===== src/logic/wbuf_pkg.sv =====
`default_nettype none

package wbuf_pkg;

    // byte address and data widths
    localparam int ADDR_WIDTH = 32;
    localparam int LINE_WIDTH = 128;
    localparam int WORD_WIDTH = 32;

    // memory beats that make up one line
    localparam int WORDS_PER_LINE = LINE_WIDTH / WORD_WIDTH;

    // byte-in-line bits, ignored on match and zero on output
    localparam int OFFSET_BITS = $clog2(LINE_WIDTH / 8);

    // one cache line, either flat or as memory words
    typedef union packed {
        logic [LINE_WIDTH-1:0] flat;
        logic [WORDS_PER_LINE-1:0][WORD_WIDTH-1:0] words;
    } dcache_line_u;

endpackage

`default_nettype wire

===== src/logic/wb_line_if.sv =====
`timescale 1ns/100ps
`default_nettype none

interface wb_line_if
    import wbuf_pkg::*;
();

    // head line offered by the buffer
    logic wen;
    logic [ADDR_WIDTH-1:0] awaddr;
    dcache_line_u wdata;

    // engine has no line in flight
    logic idle;

    modport fifo_mp (
        output wen,
        output awaddr,
        output wdata,
        input  idle
    );

    modport engine_mp (
        input  wen,
        input  awaddr,
        input  wdata,
        output idle
    );

endinterface

`default_nettype wire


===== src/logic/dcache_wbuf_top.sv =====
`timescale 1ns/100ps
`default_nettype none

module dcache_wbuf_top
    import wbuf_pkg::*;
#(
    parameter int DEPTH = 4
) (
    input  logic clk,
    input  logic rst,
    // cpu write
    input  logic cpu_wreq_i,
    input  logic [ADDR_WIDTH-1:0] cpu_awaddr_i,
    input  dcache_line_u cpu_wdata_i,
    output logic write_hit_o,
    // cpu read
    input  logic cpu_rreq_i,
    input  logic [ADDR_WIDTH-1:0] cpu_araddr_i,
    output logic read_hit_o,
    output dcache_line_u cpu_rdata_o,
    // status
    output logic full_o,
    output logic empty_o,
    // memory side
    output logic mem_wvalid_o,
    output logic [ADDR_WIDTH-1:0] mem_waddr_o,
    output logic [WORD_WIDTH-1:0] mem_wdata_o,
    input  logic mem_wready_i
);

    wb_line_if wb_if ();

    dcache_fifo #(
        .DEPTH(DEPTH)
    ) u_fifo (
        .clk(clk),
        .rst(rst),
        .cpu_wreq_i(cpu_wreq_i),
        .cpu_awaddr_i(cpu_awaddr_i),
        .cpu_wdata_i(cpu_wdata_i),
        .write_hit_o(write_hit_o),
        .cpu_rreq_i(cpu_rreq_i),
        .cpu_araddr_i(cpu_araddr_i),
        .read_hit_o(read_hit_o),
        .cpu_rdata_o(cpu_rdata_o),
        .full_o(full_o),
        .empty_o(empty_o),
        .wb(wb_if.fifo_mp)
    );

    line_writeback_engine u_engine (
        .clk(clk),
        .rst(rst),
        .wb(wb_if.engine_mp),
        .mem_wvalid_o(mem_wvalid_o),
        .mem_waddr_o(mem_waddr_o),
        .mem_wdata_o(mem_wdata_o),
        .mem_wready_i(mem_wready_i)
    );

endmodule

`default_nettype wire


===== src/logic/line_writeback_engine.sv =====
`timescale 1ns/100ps
`default_nettype none

module line_writeback_engine
    import wbuf_pkg::*;
(
    input  logic clk,
    input  logic rst,
    // line from the buffer
    wb_line_if.engine_mp wb,
    // memory word port
    output logic mem_wvalid_o,
    output logic [ADDR_WIDTH-1:0] mem_waddr_o,
    output logic [WORD_WIDTH-1:0] mem_wdata_o,
    input  logic mem_wready_i
);

    localparam int BEAT_W = $clog2(WORDS_PER_LINE);
    localparam int WORD_BYTES = WORD_WIDTH / 8;
    localparam logic [BEAT_W-1:0] LAST_BEAT = BEAT_W'(WORDS_PER_LINE - 1);

    logic busy_q;
    logic [BEAT_W-1:0] beat_q;
    logic beat_taken;

    // captured line and its address
    dcache_line_u line_q;
    logic [ADDR_WIDTH-1:0] addr_q;

    assign beat_taken = busy_q && mem_wready_i;

    always_ff @(posedge clk) begin
        if (rst) begin
            busy_q <= 1'b0;
            beat_q <= '0;
        end else if (!busy_q) begin
            if (wb.wen) begin
                busy_q <= 1'b1;
                beat_q <= '0;
            end
        end else if (beat_taken) begin
            beat_q <= beat_q + BEAT_W'(1);
            // done after the last word
            if (beat_q == LAST_BEAT) begin
                busy_q <= 1'b0;
            end
        end
    end

    always_ff @(posedge clk) begin
        if (wb.wen && !busy_q) begin
            line_q <= wb.wdata;
            addr_q <= wb.awaddr;
        end
    end

    assign wb.idle = !busy_q;

    // word k of the line at line address plus k words
    assign mem_wvalid_o = busy_q;
    assign mem_wdata_o = line_q.words[beat_q];
    assign mem_waddr_o = addr_q + ADDR_WIDTH'(beat_q) * ADDR_WIDTH'(WORD_BYTES);

    // a stalled beat holds address and data
    a_beat_stable: assert property (
        @(posedge clk) disable iff (rst)
        mem_wvalid_o && !mem_wready_i |=>
            mem_wvalid_o && $stable(mem_waddr_o) && $stable(mem_wdata_o)
    ) else $error("memory beat changed before it was taken");

endmodule

`default_nettype wire


===== src/logic/dcache_fifo.sv =====
`timescale 1ns/100ps
`default_nettype none

module dcache_fifo
    import wbuf_pkg::*;
#(
    parameter int DEPTH = 4
) (
    input  logic clk,
    input  logic rst,
    // cpu write
    input  logic cpu_wreq_i,
    input  logic [ADDR_WIDTH-1:0] cpu_awaddr_i,
    input  dcache_line_u cpu_wdata_i,
    output logic write_hit_o,
    // cpu read
    input  logic cpu_rreq_i,
    input  logic [ADDR_WIDTH-1:0] cpu_araddr_i,
    output logic read_hit_o,
    output dcache_line_u cpu_rdata_o,
    // queue status
    output logic full_o,
    output logic empty_o,
    // head line toward the engine
    wb_line_if.fifo_mp wb
);

    localparam int IDX_W = $clog2(DEPTH);
    localparam int TAG_W = ADDR_WIDTH - OFFSET_BITS;
    localparam int HIT_PORT = 0;
    localparam int HEAD_PORT = 1;

    // queue pointers and per-entry state
    logic [IDX_W-1:0] head_q;
    logic [IDX_W-1:0] tail_q;
    logic [DEPTH-1:0] valid_q;
    logic [DEPTH-1:0][TAG_W-1:0] tag_q;

    // address match against valid entries
    logic [TAG_W-1:0] aw_tag;
    logic [TAG_W-1:0] ar_tag;
    logic [DEPTH-1:0] aw_match;
    logic [DEPTH-1:0] ar_match;
    logic [IDX_W-1:0] aw_idx;

    logic alloc;
    logic pop;
    logic write_hit_head;
    logic hold_q;

    // registered line write into the ram
    logic ram_we_q;
    logic [IDX_W-1:0] ram_waddr_q;
    dcache_line_u ram_wdata_q;

    // read hit, one cycle behind the request
    logic [DEPTH-1:0] rd_hit_q;
    logic [IDX_W-1:0] rd_idx;

    logic [1:0][IDX_W-1:0] ram_raddr;
    logic [1:0][LINE_WIDTH-1:0] ram_rdata;
    logic head_fwd;
    dcache_line_u head_line;

    // lowest set bit wins, only one is ever set
    function automatic logic [IDX_W-1:0] onehot_to_idx(input logic [DEPTH-1:0] vec);
        logic [IDX_W-1:0] idx;
        idx = '0;
        for (int i = DEPTH - 1; i >= 0; i--) begin
            if (vec[i]) begin
                idx = IDX_W'(i);
            end
        end
        return idx;
    endfunction

    assign aw_tag = cpu_awaddr_i[ADDR_WIDTH-1:OFFSET_BITS];
    assign ar_tag = cpu_araddr_i[ADDR_WIDTH-1:OFFSET_BITS];

    always_comb begin
        for (int i = 0; i < DEPTH; i++) begin
            aw_match[i] = valid_q[i] && (tag_q[i] == aw_tag);
            ar_match[i] = valid_q[i] && (tag_q[i] == ar_tag);
        end
    end

    assign aw_idx = onehot_to_idx(aw_match);
    assign write_hit_o = cpu_wreq_i && (|aw_match);
    assign write_hit_head = cpu_wreq_i && aw_match[head_q];
    assign alloc = cpu_wreq_i && !(|aw_match);

    assign full_o = valid_q[tail_q];
    assign empty_o = !valid_q[head_q];

    // hold off the head while its rewrite is still on the way to the ram
    assign pop = wb.idle && valid_q[head_q] && !write_hit_head && !hold_q;

    always_ff @(posedge clk) begin
        if (rst) begin
            hold_q <= 1'b0;
        end else if (write_hit_head) begin
            hold_q <= 1'b1;
        end else if (wb.idle) begin
            hold_q <= 1'b0;
        end
    end

    always_ff @(posedge clk) begin
        if (rst) begin
            head_q <= '0;
            tail_q <= '0;
            valid_q <= '0;
        end else begin
            if (alloc) begin
                tail_q <= tail_q + IDX_W'(1);
                valid_q[tail_q] <= 1'b1;
            end
            if (pop) begin
                head_q <= head_q + IDX_W'(1);
                valid_q[head_q] <= 1'b0;
            end
        end
    end

    always_ff @(posedge clk) begin
        if (alloc) begin
            tag_q[tail_q] <= aw_tag;
        end
    end

    // miss goes to the tail, hit overwrites the matching entry
    always_ff @(posedge clk) begin
        if (rst) begin
            ram_we_q <= 1'b0;
        end else begin
            ram_we_q <= cpu_wreq_i;
        end
    end

    always_ff @(posedge clk) begin
        if (cpu_wreq_i) begin
            ram_waddr_q <= write_hit_o ? aw_idx : tail_q;
            ram_wdata_q <= cpu_wdata_i;
        end
    end

    always_ff @(posedge clk) begin
        if (rst) begin
            rd_hit_q <= '0;
        end else begin
            rd_hit_q <= cpu_rreq_i ? ar_match : '0;
        end
    end

    assign rd_idx = onehot_to_idx(rd_hit_q);
    assign read_hit_o = |rd_hit_q;

    assign ram_raddr[HIT_PORT] = rd_idx;
    assign ram_raddr[HEAD_PORT] = head_q;

    lutram_1w_mr #(
        .WIDTH(LINE_WIDTH),
        .DEPTH(DEPTH),
        .NUM_READ_PORTS(2)
    ) u_line_ram (
        .clk(clk),
        .we_i(ram_we_q),
        .waddr_i(ram_waddr_q),
        .wdata_i(ram_wdata_q.flat),
        .raddr_i(ram_raddr),
        .rdata_o(ram_rdata)
    );

    assign cpu_rdata_o.flat = ram_rdata[HIT_PORT];

    // a freshly allocated head has its line still in the write register
    assign head_fwd = ram_we_q && (ram_waddr_q == head_q);
    assign head_line.flat = head_fwd ? ram_wdata_q.flat : ram_rdata[HEAD_PORT];

    assign wb.wen = pop;
    assign wb.awaddr = {tag_q[head_q], {OFFSET_BITS{1'b0}}};
    assign wb.wdata = head_line;

    // cpu may only write a queued line while the buffer is full
    a_no_miss_when_full: assert property (
        @(posedge clk) disable iff (rst) cpu_wreq_i && full_o |-> write_hit_o
    ) else $error("write miss while buffer full");

    // handoff only to an idle engine, which then goes busy
    a_wen_idle: assert property (
        @(posedge clk) disable iff (rst) wb.wen |-> wb.idle ##1 !wb.idle
    ) else $error("line handed to busy engine");

    // tags of valid entries stay unique
    a_single_match: assert property (
        @(posedge clk) disable iff (rst) $onehot0(aw_match) && $onehot0(ar_match)
    ) else $error("address matches more than one entry");

endmodule

`default_nettype wire


===== src/logic/lutram_1w_mr.sv =====
`timescale 1ns/100ps
`default_nettype none

module lutram_1w_mr #(
    parameter int WIDTH = 128,
    parameter int DEPTH = 4,
    parameter int NUM_READ_PORTS = 2
) (
    input  logic clk,
    // write port
    input  logic we_i,
    input  logic [$clog2(DEPTH)-1:0] waddr_i,
    input  logic [WIDTH-1:0] wdata_i,
    // read ports, combinational
    input  logic [NUM_READ_PORTS-1:0][$clog2(DEPTH)-1:0] raddr_i,
    output logic [NUM_READ_PORTS-1:0][WIDTH-1:0] rdata_o
);

    logic [WIDTH-1:0] mem [DEPTH];

    always_ff @(posedge clk) begin
        if (we_i) begin
            mem[waddr_i] <= wdata_i;
        end
    end

    // every read port sees the array directly
    always_comb begin
        for (int p = 0; p < NUM_READ_PORTS; p++) begin
            rdata_o[p] = mem[raddr_i[p]];
        end
    end

endmodule

`default_nettype wire


===== config.mk =====
export PLATFORM = sky130hd
export DESIGN_NAME = dcache_wbuf_top
export DESIGN_NICKNAME = d
export VERILOG_FILES = /design/src/logic/wbuf_pkg.sv /design/src/logic/wb_line_if.sv /design/src/logic/dcache_wbuf_top.sv /design/src/logic/line_writeback_engine.sv /design/src/logic/dcache_fifo.sv /design/src/logic/lutram_1w_mr.sv
export SDC_FILE = /design/constraint.sdc
export NUM_CORES = 1
export LEC_CHECK = 0
export BUFFER_PORTS_ARGS = -buffer_cell sky130_fd_sc_hd__buf_2
export CAP_MARGIN = 10
export CORE_MARGIN = 4
export CORE_UTILIZATION = 30
export CTS_BUF_LIST = sky130_fd_sc_hd__clkbuf_2
export CTS_CLUSTER_DIAMETER = 30
export CTS_CLUSTER_SIZE = 14
export DETAILED_ROUTE_END_ITERATION = 10
export PLACE_DENSITY = 0.47
export SYNTH_ARGS = -nofsm -noshare
export SYNTH_HDL_FRONTEND = slang
export SYNTH_SLANG_ARGS = --single-unit

===== constraint.sdc =====
create_clock -name clk -period 12.6 [get_ports clk]
set_input_delay 1.26 -clock clk [delete_from_list [all_inputs] [get_ports clk]]
set_output_delay 1.26 -clock clk [all_outputs]
set_load 0.1 [all_outputs]

# --- Word-level counts from Yosys, hierarchy flattened ---
# Memory sizes are Yosys's and may differ from the RTL's. A register that Yosys moved wholly into a read port is not among the register bits.
# Cells that the tools add are included.
# Widths: inputs -> output; s select.
totals:
  regBits: 287
  ramBits: 512
  input_bits: 197
  out_inout_bits: 197
  elab_cells: 108
  mem_count: 1
mem_list:
  columns: ["memory", "depth", "width", "read_ports", "rd_ports_with_merged_regs", "write_ports", "line_no", "rtl"]
  rows:
  - ["u_fifo.u_line_ram.mem", 4, 128, 2, 1, 1, "lutram_1w_mr.sv:19", "logic [WIDTH-1:0] mem [DEPTH];"]
op_classes:
  n_addsub: 4
  n_lt_le_gt_ge: 5
  n_eq_ne: 11
  mux: 40
  bitwise: 4
  n_reduce_logical: 28
op_table:
  columns: ["op", "count"]
  rows:
  - ["$eq 28x28->1", 8]
  - ["$bwmux 112", 1]
  - ["$bmux 32 s2", 1]
  - ["$bmux 28 s2", 1]
  - ["$demux 28 s2", 1]
  - ["$mux 28", 2]
  - ["$add 32x4->32", 1]
  - ["$mux 32", 1]
  - ["$mux 2", 12]
  - ["$logic_and 1x1->1", 18]
  - ["$mux 1", 13]
  - ["$mux 4", 3]
  - ["$lt 2x3->1 const B", 3]
  - ["$reduce_or 4->1", 2]
  - ["$add 2x1->2 const B", 3]
  - ["$bmux 1 s2", 3]
  - ["$logic_not 1->1", 5]
  - ["$and 4x4->4", 1]
  - ["$demux 1 s2", 2]
  - ["$ge 2x1->1 const B", 2]
  - ["$ne 2x2->1 const B", 2]
  - ["$not 4->4", 1]
  - ["$or 4x4->4", 1]
  - ["$eq 2x2->1 const B", 1]
  - ["4 further kinds", 4]

# --- Depth between registers and ports, before layout ---
# Gate-level depths: netlist of the first run.
logic_depth:
  word_depth: 10
  ltp_mapped: 8
  mapped_depth_nobuf: 7

# --- Modules after synthesis ---
# Synthesis of the first run repeated with hierarchy kept, for this count alone.
unflattened:
  hier_cells: 2006
  hier_area_um2: 41090.7
by_module_without_submodules:
  columns: ["mod", "n_inst", "cells_each", "area_per_inst_um2", "seq_area_each_um2"]
  rows:
  - ["lutram_1w_mr", 1, 828, 21529.4, 15374.7]
  - ["dcache_fifo", 1, 878, 13262.7, 7547.2]
  - ["line_writeback_engine", 1, 300, 6298.5, 4864.7]

# --- Least setup slack after synthesis of the first run ---
# No wires, ideal clock.
synth_path:
  path_kind: "register to register"
  startpoint: "register u_fifo.ram_waddr_q[0]"
  endpoint: "memory u_fifo.u_line_ram.mem[0][0] (enable)"
  t_arrival_ns: 9.787
  t_required_ns: 11.802
  slack_ns: 2.015
  path_stages_with_launch: 2
  n_path_buf: 0
  period_less_slack_ns: 10.585
  cell_sequence: "edfxtp_1 > nor3b_1"
synth_lines:
  columns: ["item", "line_no", "rtl"]
  rows:
  - ["from (decl)", "dcache_fifo.sv:53", "logic [IDX_W-1:0] ram_waddr_q;"]
  - ["from (signal assigned)", "dcache_fifo.sv:142", "ram_waddr_q <= write_hit_o ? aw_idx : tail_q;"]
  - ["to (decl)", "lutram_1w_mr.sv:19", null]
# No word-level cell before the write port.

==> impl_metrics.yaml, run 1 <==
sta:
  relSlewSlack_pct: 25.3
  max_freq_mhz: 156
  finalClockSkew_ns: 0.204
  rsz0062_at_grt: "no"
  fin_crit_sh_pct: 50.8
  hold_viol_final: 0
  setup_viol_count_final: 0
  setup_tns_ns: 0
  period_minus_slack_ns: 6.40
  worst_pin_slew_ns: 1.12
  timing.final.max_slew_violations: 0
cts:
  cts_setup_buffers: 0
  cts_buffers: 228
  clockBufferDepth: 3
  cts_root_buffer: "clkbuf_2"
  cts_sinks: 927
  cts.clk_slew.worst_paths_ns: 0.13
  h-tree-depth: 4
  clock_latency_ns: 1.72
  cts_tree: "built"
critical_path:
  r2r-start: "u_fifo.head_q[1]$_SDFFE_PP0P_"
  setup.worst_path.class: "reg2out"
  cp.arrival_ns: 5.14
  r2r_setup_slack_ns: 8.08
  r2r_end: "u_engine.line_q[0]$_DFFE_PP_"
  setup.worst_path.start_class: "flip-flop"
  crit_fanout: 54
  worstSetupEndpointType: "output pin"
  r2r_cells: 6
  required_ns: 11.34
layout:
  fin_nets: 2868
  multi_input_area_um2: 11700
  fill_cells: 12233
  syn_to_final_growth_pct: 24.4
  fin_area_um2: 49500
  seq_area_um2: 27700
  drive_gt1_share_pct: 44.4
  final_cells: 4628
power:
  p_leak_uw: 0.0166
  p_per_area_nw_per_um2: 167
  ir_drop_uv: 115
place:
  gp_congestion: 0.879
  dp_cells: 3946
  place_area_um2: 43800
  io_buffers: 383
  hpwl_mm: 77.7
yosys:
  syn_avg_cell_area_um2: 21.3
  yosysTopAreaCell: "edfxtp_1"
  synth_flop_cell: "edfxtp_1"
  ys_seq_elements: 927
  synth_area_leaders: "edfxtp_1, mux4_2, mux2_2"
  synthMostInstantiatedCell: "edfxtp_1"
  ys_seq_area_share_pct: 69.5
  synth_warnings: 0
  syn_inst: 1871
  yosysUniqueCellTypes: 47
  synth_top_area_share_pct: 68.7
  synth_common_cells: "edfxtp_1, mux4_2, mux2_2"
  synth_area_um2: 39800
  synth-edff-count: 910
  async_reset_ff_share_pct: 0
run:
  maxCapViolCount: 0
global_route:
  grt_pass1_wl_mm: 173
  grt_pass1_vias: 23896
  grt_max_degree: 108
  track_usage_pct: 17.5
  overflow: 0
  antenna_found_initial: 21
detailed_routing:
  drc: 0
  drtIter0Drc: 1828
  viasPerCell: 4.88
  wl_mm: 123
  firstDrtPassIters: 5
  wire_per_inst_um: 26.5
  antenna_left: 0
  vias: 22605
die:
  die_h_um: 372
  ios: 394
  die_w_um: 372
  std_cell_rows: 133
  core_area_um2: 132000
  die_area_um2: 139000
  start_util_pct: 30.2
hold_path:
  worstHoldPathCells: 2
  hold_start: "cpu_wdata_i[29]"
  whs_endpoint: "u_fifo.ram_wdata_q[29]$_DFFE_PP_"
  min_path_type: "in2reg"
outcome:
  status: "finished clean"
[per-stage QoR]
step / hold WS, ns / setup WS [ns] / utilization (%) / power, µW
floorplan: 0.432 / 2.01 / - / 4930
global placement: 0.474 / 7.40 / 33.3 / 5410
detailed placement: 0.459 / 7.41 / 33.3 / 5410
CTS: 0.0000997 / 5.77 / 37.6 / 8400
global route: 0.0538 / 5.77 / 37.6 / 8630
finish: 0.320 / 6.20 / 37.6 / 8250
[per-layer routing]
| layer | global-route usage [%] | vias to the layer above | wire length [µm] |
|---|---|---|---|
| met4 | 5.25 | 6 | 2870 |
| met5 | 0 | - | 39 |
| li1 | - | 9599 | - |
| met3 | 5.01 | 193 | 10100 |
| met2 | 26.6 | 907 | 56300 |
| met1 | 24.5 | 11900 | 53400 |
[how the worst max path moves through the flow]
stage	end	start	slack [ns]
floorplan	u_fifo.u_line_ram.mem[0][0]$_DFFE_PP_	u_fifo.ram_waddr_q[0]$_DFFE_PP_	2.01
global placement	write_hit_o	cpu_awaddr_i[4]	7.40
detailed placement	write_hit_o	cpu_awaddr_i[4]	7.41
CTS	cpu_rdata_o[35]	u_fifo.rd_hit_q[1]$_SDFF_PP0_	5.77
global route	cpu_rdata_o[35]	u_fifo.rd_hit_q[1]$_SDFF_PP0_	5.77
finish	cpu_rdata_o[4]	u_fifo.rd_hit_q[1]$_SDFF_PP0_	6.20
[kinds of logic (layout without fill, tap and decap cells)]
kind of cell | after synthesis | after routing | share of synthesized area [%]
flip-flops | 927 | 927 | 69.5
XOR/XNOR | 224 | 224 | 4.93
multiplexers | 450 | 450 | 21.8
AO/OA/AOI/OAI | 26 | 26 | 0.453
buffers and inverters | 104 | 1094 | 1.10
adder cells (fa/ha/maj) | 9 | 9 | 0.283
AND/OR/NAND/NOR | 130 | 130 | 1.92
other | 1 | 13 | 0.00943
[worst max-delay path, stage by stage (launching register included)]
cell	delay (ns)
dfxtp_1	0.37
nor3_2	0.40
buf_4	0.76
buf_4	0.87
mux4_2	0.42
buf_2	0.49
[report_power, final]
part	total, µW	switching [µW]	internal [µW]
Sequential	3870	173	3700
Combinational	1510	1020	495
Clock	2870	1440	1430
Total	8250	2630	5620
[state kept, by name (all words and copies together), names as in the netlist, 4 cells and up]
signal                 count
u_engine.addr_q           28
u_engine.line_q          128
u_fifo.ram_wdata_q       128
u_fifo.rd_hit_q            4
u_fifo.tag_q             112
u_fifo.u_line_ram.mem    512
u_fifo.valid_q             4
[cells in the final DEF (no fill, tap or decap), types with 3 or more instances in the layout]
cell type / n
dfxtp_1: 13
ha_1: 9
nor2_1: 10
mux4_2: 318
clkinvlp_4: 22
buf_2: 382
xor2_1: 118
nor3_1: 7
nand2_1: 12
or3_1: 3
nand4_1: 33
inv_1: 8
buf_12: 3
clkinv_4: 10
xnor2_1: 106
clkbuf_2: 260
nand3_1: 7
nor2b_1: 7
clkinv_1: 43
clkinv_2: 41
bufinv_16: 37
nor4_1: 32
buf_4: 27
mux2_2: 128
edfxtp_1: 910
diode_2: 11
and2_2: 4
a21oi_1: 14
inv_6: 13
dfxtp_4: 3
dlygate4sd3_1: 241
[what timing repair did]
action | in CTS | in global routing
resized for setup | 0 | 0
endpoints found under the setup margin | 0 | 0
hold buffers | 241 | 0
hold endpoints to repair | 285 | 0
[final cells by class]
cell class	instances	area share (%)
Sequential cell	927	55.9
Tap cell	1755	4.44
Antenna cell	11	0.0556
Multi-Input combinational cell	841	23.7
Timing Repair Buffer	654	9.29
Inverter	10	0.0758
Clock buffer	260	2.63
Clock inverter	170	3.86
(Power assumes the default switching activity.)
==> run 2, diff against run 1 <==
--- a/config.mk
+++ b/config.mk
@@ -13,7 +13,7 @@
 export CTS_CLUSTER_DIAMETER = 30
 export CTS_CLUSTER_SIZE = 14
 export DETAILED_ROUTE_END_ITERATION = 10
-export PLACE_DENSITY = 0.47
+export PLACE_DENSITY = 0.49
 export SYNTH_ARGS = -nofsm -noshare
 export SYNTH_HDL_FRONTEND = slang
 export SYNTH_SLANG_ARGS = --single-unit
==> constraint.sdc (replaced) <==
create_clock -name clk -period 5.5 [get_ports clk]
set_input_delay 0.55 -clock clk [delete_from_list [all_inputs] [get_ports clk]]
set_output_delay 0.55 -clock clk [all_outputs]
set_load 0.1 [all_outputs]
==> run 2 against run 1 <==
Clock skew decreased by 0.028 ns. Sequential power rose by 130%. Critical path type unchanged. Setup slack worse by 5.7 ns. Global-route usage increased by 0.61 points. Clock-buffer cell count is 15 lower. Worst hold slack improved by 0.018 ns.
==> impl_metrics.yaml, run 2 (synthesis gave the netlist of run 1 again) <==
outcome:
  status: "finished clean"
critical_path:
  path_cells: "xor2_1 > nor4_1 > nand4_1 > or3_1 > a41oi_1 > buf_2"
  setup.worst_path.class: "reg2out"
  cp_num_cells: 6
  crit_buf_inv: 1
  cp.arrival_ns: 4.48
  setup.worst_path.start_class: "flip-flop"
  required_ns: 4.95
  r2r_cells: 9
  worstSetupEndpointType: "output pin"
  crit_path_max_incr_delay_ns: 0.52
  cpLargestDelayFamily: "simple AND/OR/NAND/NOR gates"
  crit_fanout: 3
  crit_slowest_cell: "buf_2"
place:
  dp_cells: 3948
  gp_congestion: 0.851
  hpwl_mm: 78.0
  place_area_um2: 43900
  pre_cts_ws_ns: 1.66
  io_buffers: 383
power:
  p_total_uw: 19200
  p_per_area_nw_per_um2: 369
  p_leak_uw: 0.0176
  ir_drop_uv: 212
global_route:
  track_usage_pct: 18.1
  grt_pass1_vias: 25094
  grt_max_degree: 103
  grt_pass1_wl_mm: 179
  antenna_found_initial: 16
  overflow: 0
sta:
  hold_viol_final: 0
  timing.final.max_slew_violations: 0
  fin_crit_sh_pct: 91.4
  relSlewSlack_pct: 30.7
  finalClockSkew_ns: 0.176
  max_freq_mhz: 199
  setup_viol_count_final: 0
  setup_tns_ns: 0
  period_minus_slack_ns: 5.03
  setup_ws_ns: 0.472
  rsz0062_at_grt: "no"
  worst_pin_slew_ns: 1.04
die:
  core_area_um2: 132000
  die_w_um: 372
  std_cell_rows: 133
  die_h_um: 372
  start_util_pct: 30.2
  die_area_um2: 139000
  ios: 394
detailed_routing:
  wl_mm: 127
  vias: 23547
  drtIter0Drc: 1853
  drc: 0
  wire_per_inst_um: 26.2
  firstDrtPassIters: 5
  viasPerCell: 4.86
  antenna_left: 0
layout:
  final_common_cell: "edfxtp_1"
  syn_to_final_growth_pct: 30.7
  mostFrequentLayoutCells: "edfxtp_1, dlygate4sd3_1, buf_2"
  drive_gt1_share_pct: 41.4
  largestRegisters: "u_fifo.u_line_ram.mem x512, u_engine.line_q x128, u_fifo.ram_wdata_q x128"
  final_cells: 4849
  top_register: "u_fifo.u_line_ram.mem"
  fill_cells: 12037
  largest_reg_flops: 512
  fin_area_um2: 52000
  fin_nets: 3094
cts:
  cts_tree: "built"
  cts.clk_slew.worst_paths_ns: 0.11
  cts_buffers: 219
  cts_root_buffer: "clkbuf_2"
  clock_latency_ns: 1.63
  clockBufferDepth: 3
  cts_sinks: 927
  h-tree-depth: 4
hold_path:
  min_path_type: "in2reg"
  worstHoldPathCells: 3
run:
  maxCapViolCount: 0
-- run 2: worst paths after layout --
path	startpoint	to	slack (ns)
worst max-delay path	u_fifo.tag_q[8]$_DFFE_PP_	write_hit_o	0.47
worst min-delay path	cpu_wdata_i[119]	u_fifo.ram_wdata_q[119]$_DFFE_PP_	0.34
worst max register to register	u_fifo.tag_q[104]$_DFFE_PP_	u_engine.beat_q[1]$_SDFFE_PP0P_	1.93
worst min register to register	u_fifo.ram_wdata_q[24]$_DFFE_PP_	u_fifo.u_line_ram.mem[3][24]$_DFFE_PP_	0.46
-- run 2: worst min-delay path: stages --
cell and delay (ns):
dlygate4sd3_1 0.58, buf_2 0.12, dlygate4sd3_1 0.53
-- run 2: final cells by class --
cell class                 instances  area (µm²)  share of cell area (%)
sequential                       927       27700                    53.2
multi-input combinational        841       11800                    22.6
timing repair buffer             889        7040                    13.5
tap                             1755        2200                    4.22
clock inverter                   168        2040                    3.93
clock buffer                     245        1230                    2.36
inverter                          10        37.5                  0.0722
antenna                           14        35.0                  0.0673
-- run 2: repair_timing --
action,CTS,global route
resized for setup,1,1
hold buffers,474,0
setup endpoints to repair,1,1
hold endpoints to repair,389,0
buffers inserted,0,0
-- run 2: report_power, final --
part,switching [µW],internal (µW)
clock network,3260,3420
logic,2370,1260
registers,400,8460
-- run 2: per-layer routing --
layer / track usage [%] / wire length [µm]
met1: 25.0 / 55400
met2: 27.6 / 58000
met3: 5.44 / 10000
met4: 5.89 / 3490
met5: 0 / 16
-- run 2: per-stage QoR --
step,utilization [%],hold slack [ns]
floorplan,-,0.432
CTS,39.5,0.00109
finish,39.5,0.337
detailed placement,33.4,0.452
global placement,33.4,0.459
global route,39.5,0.0393
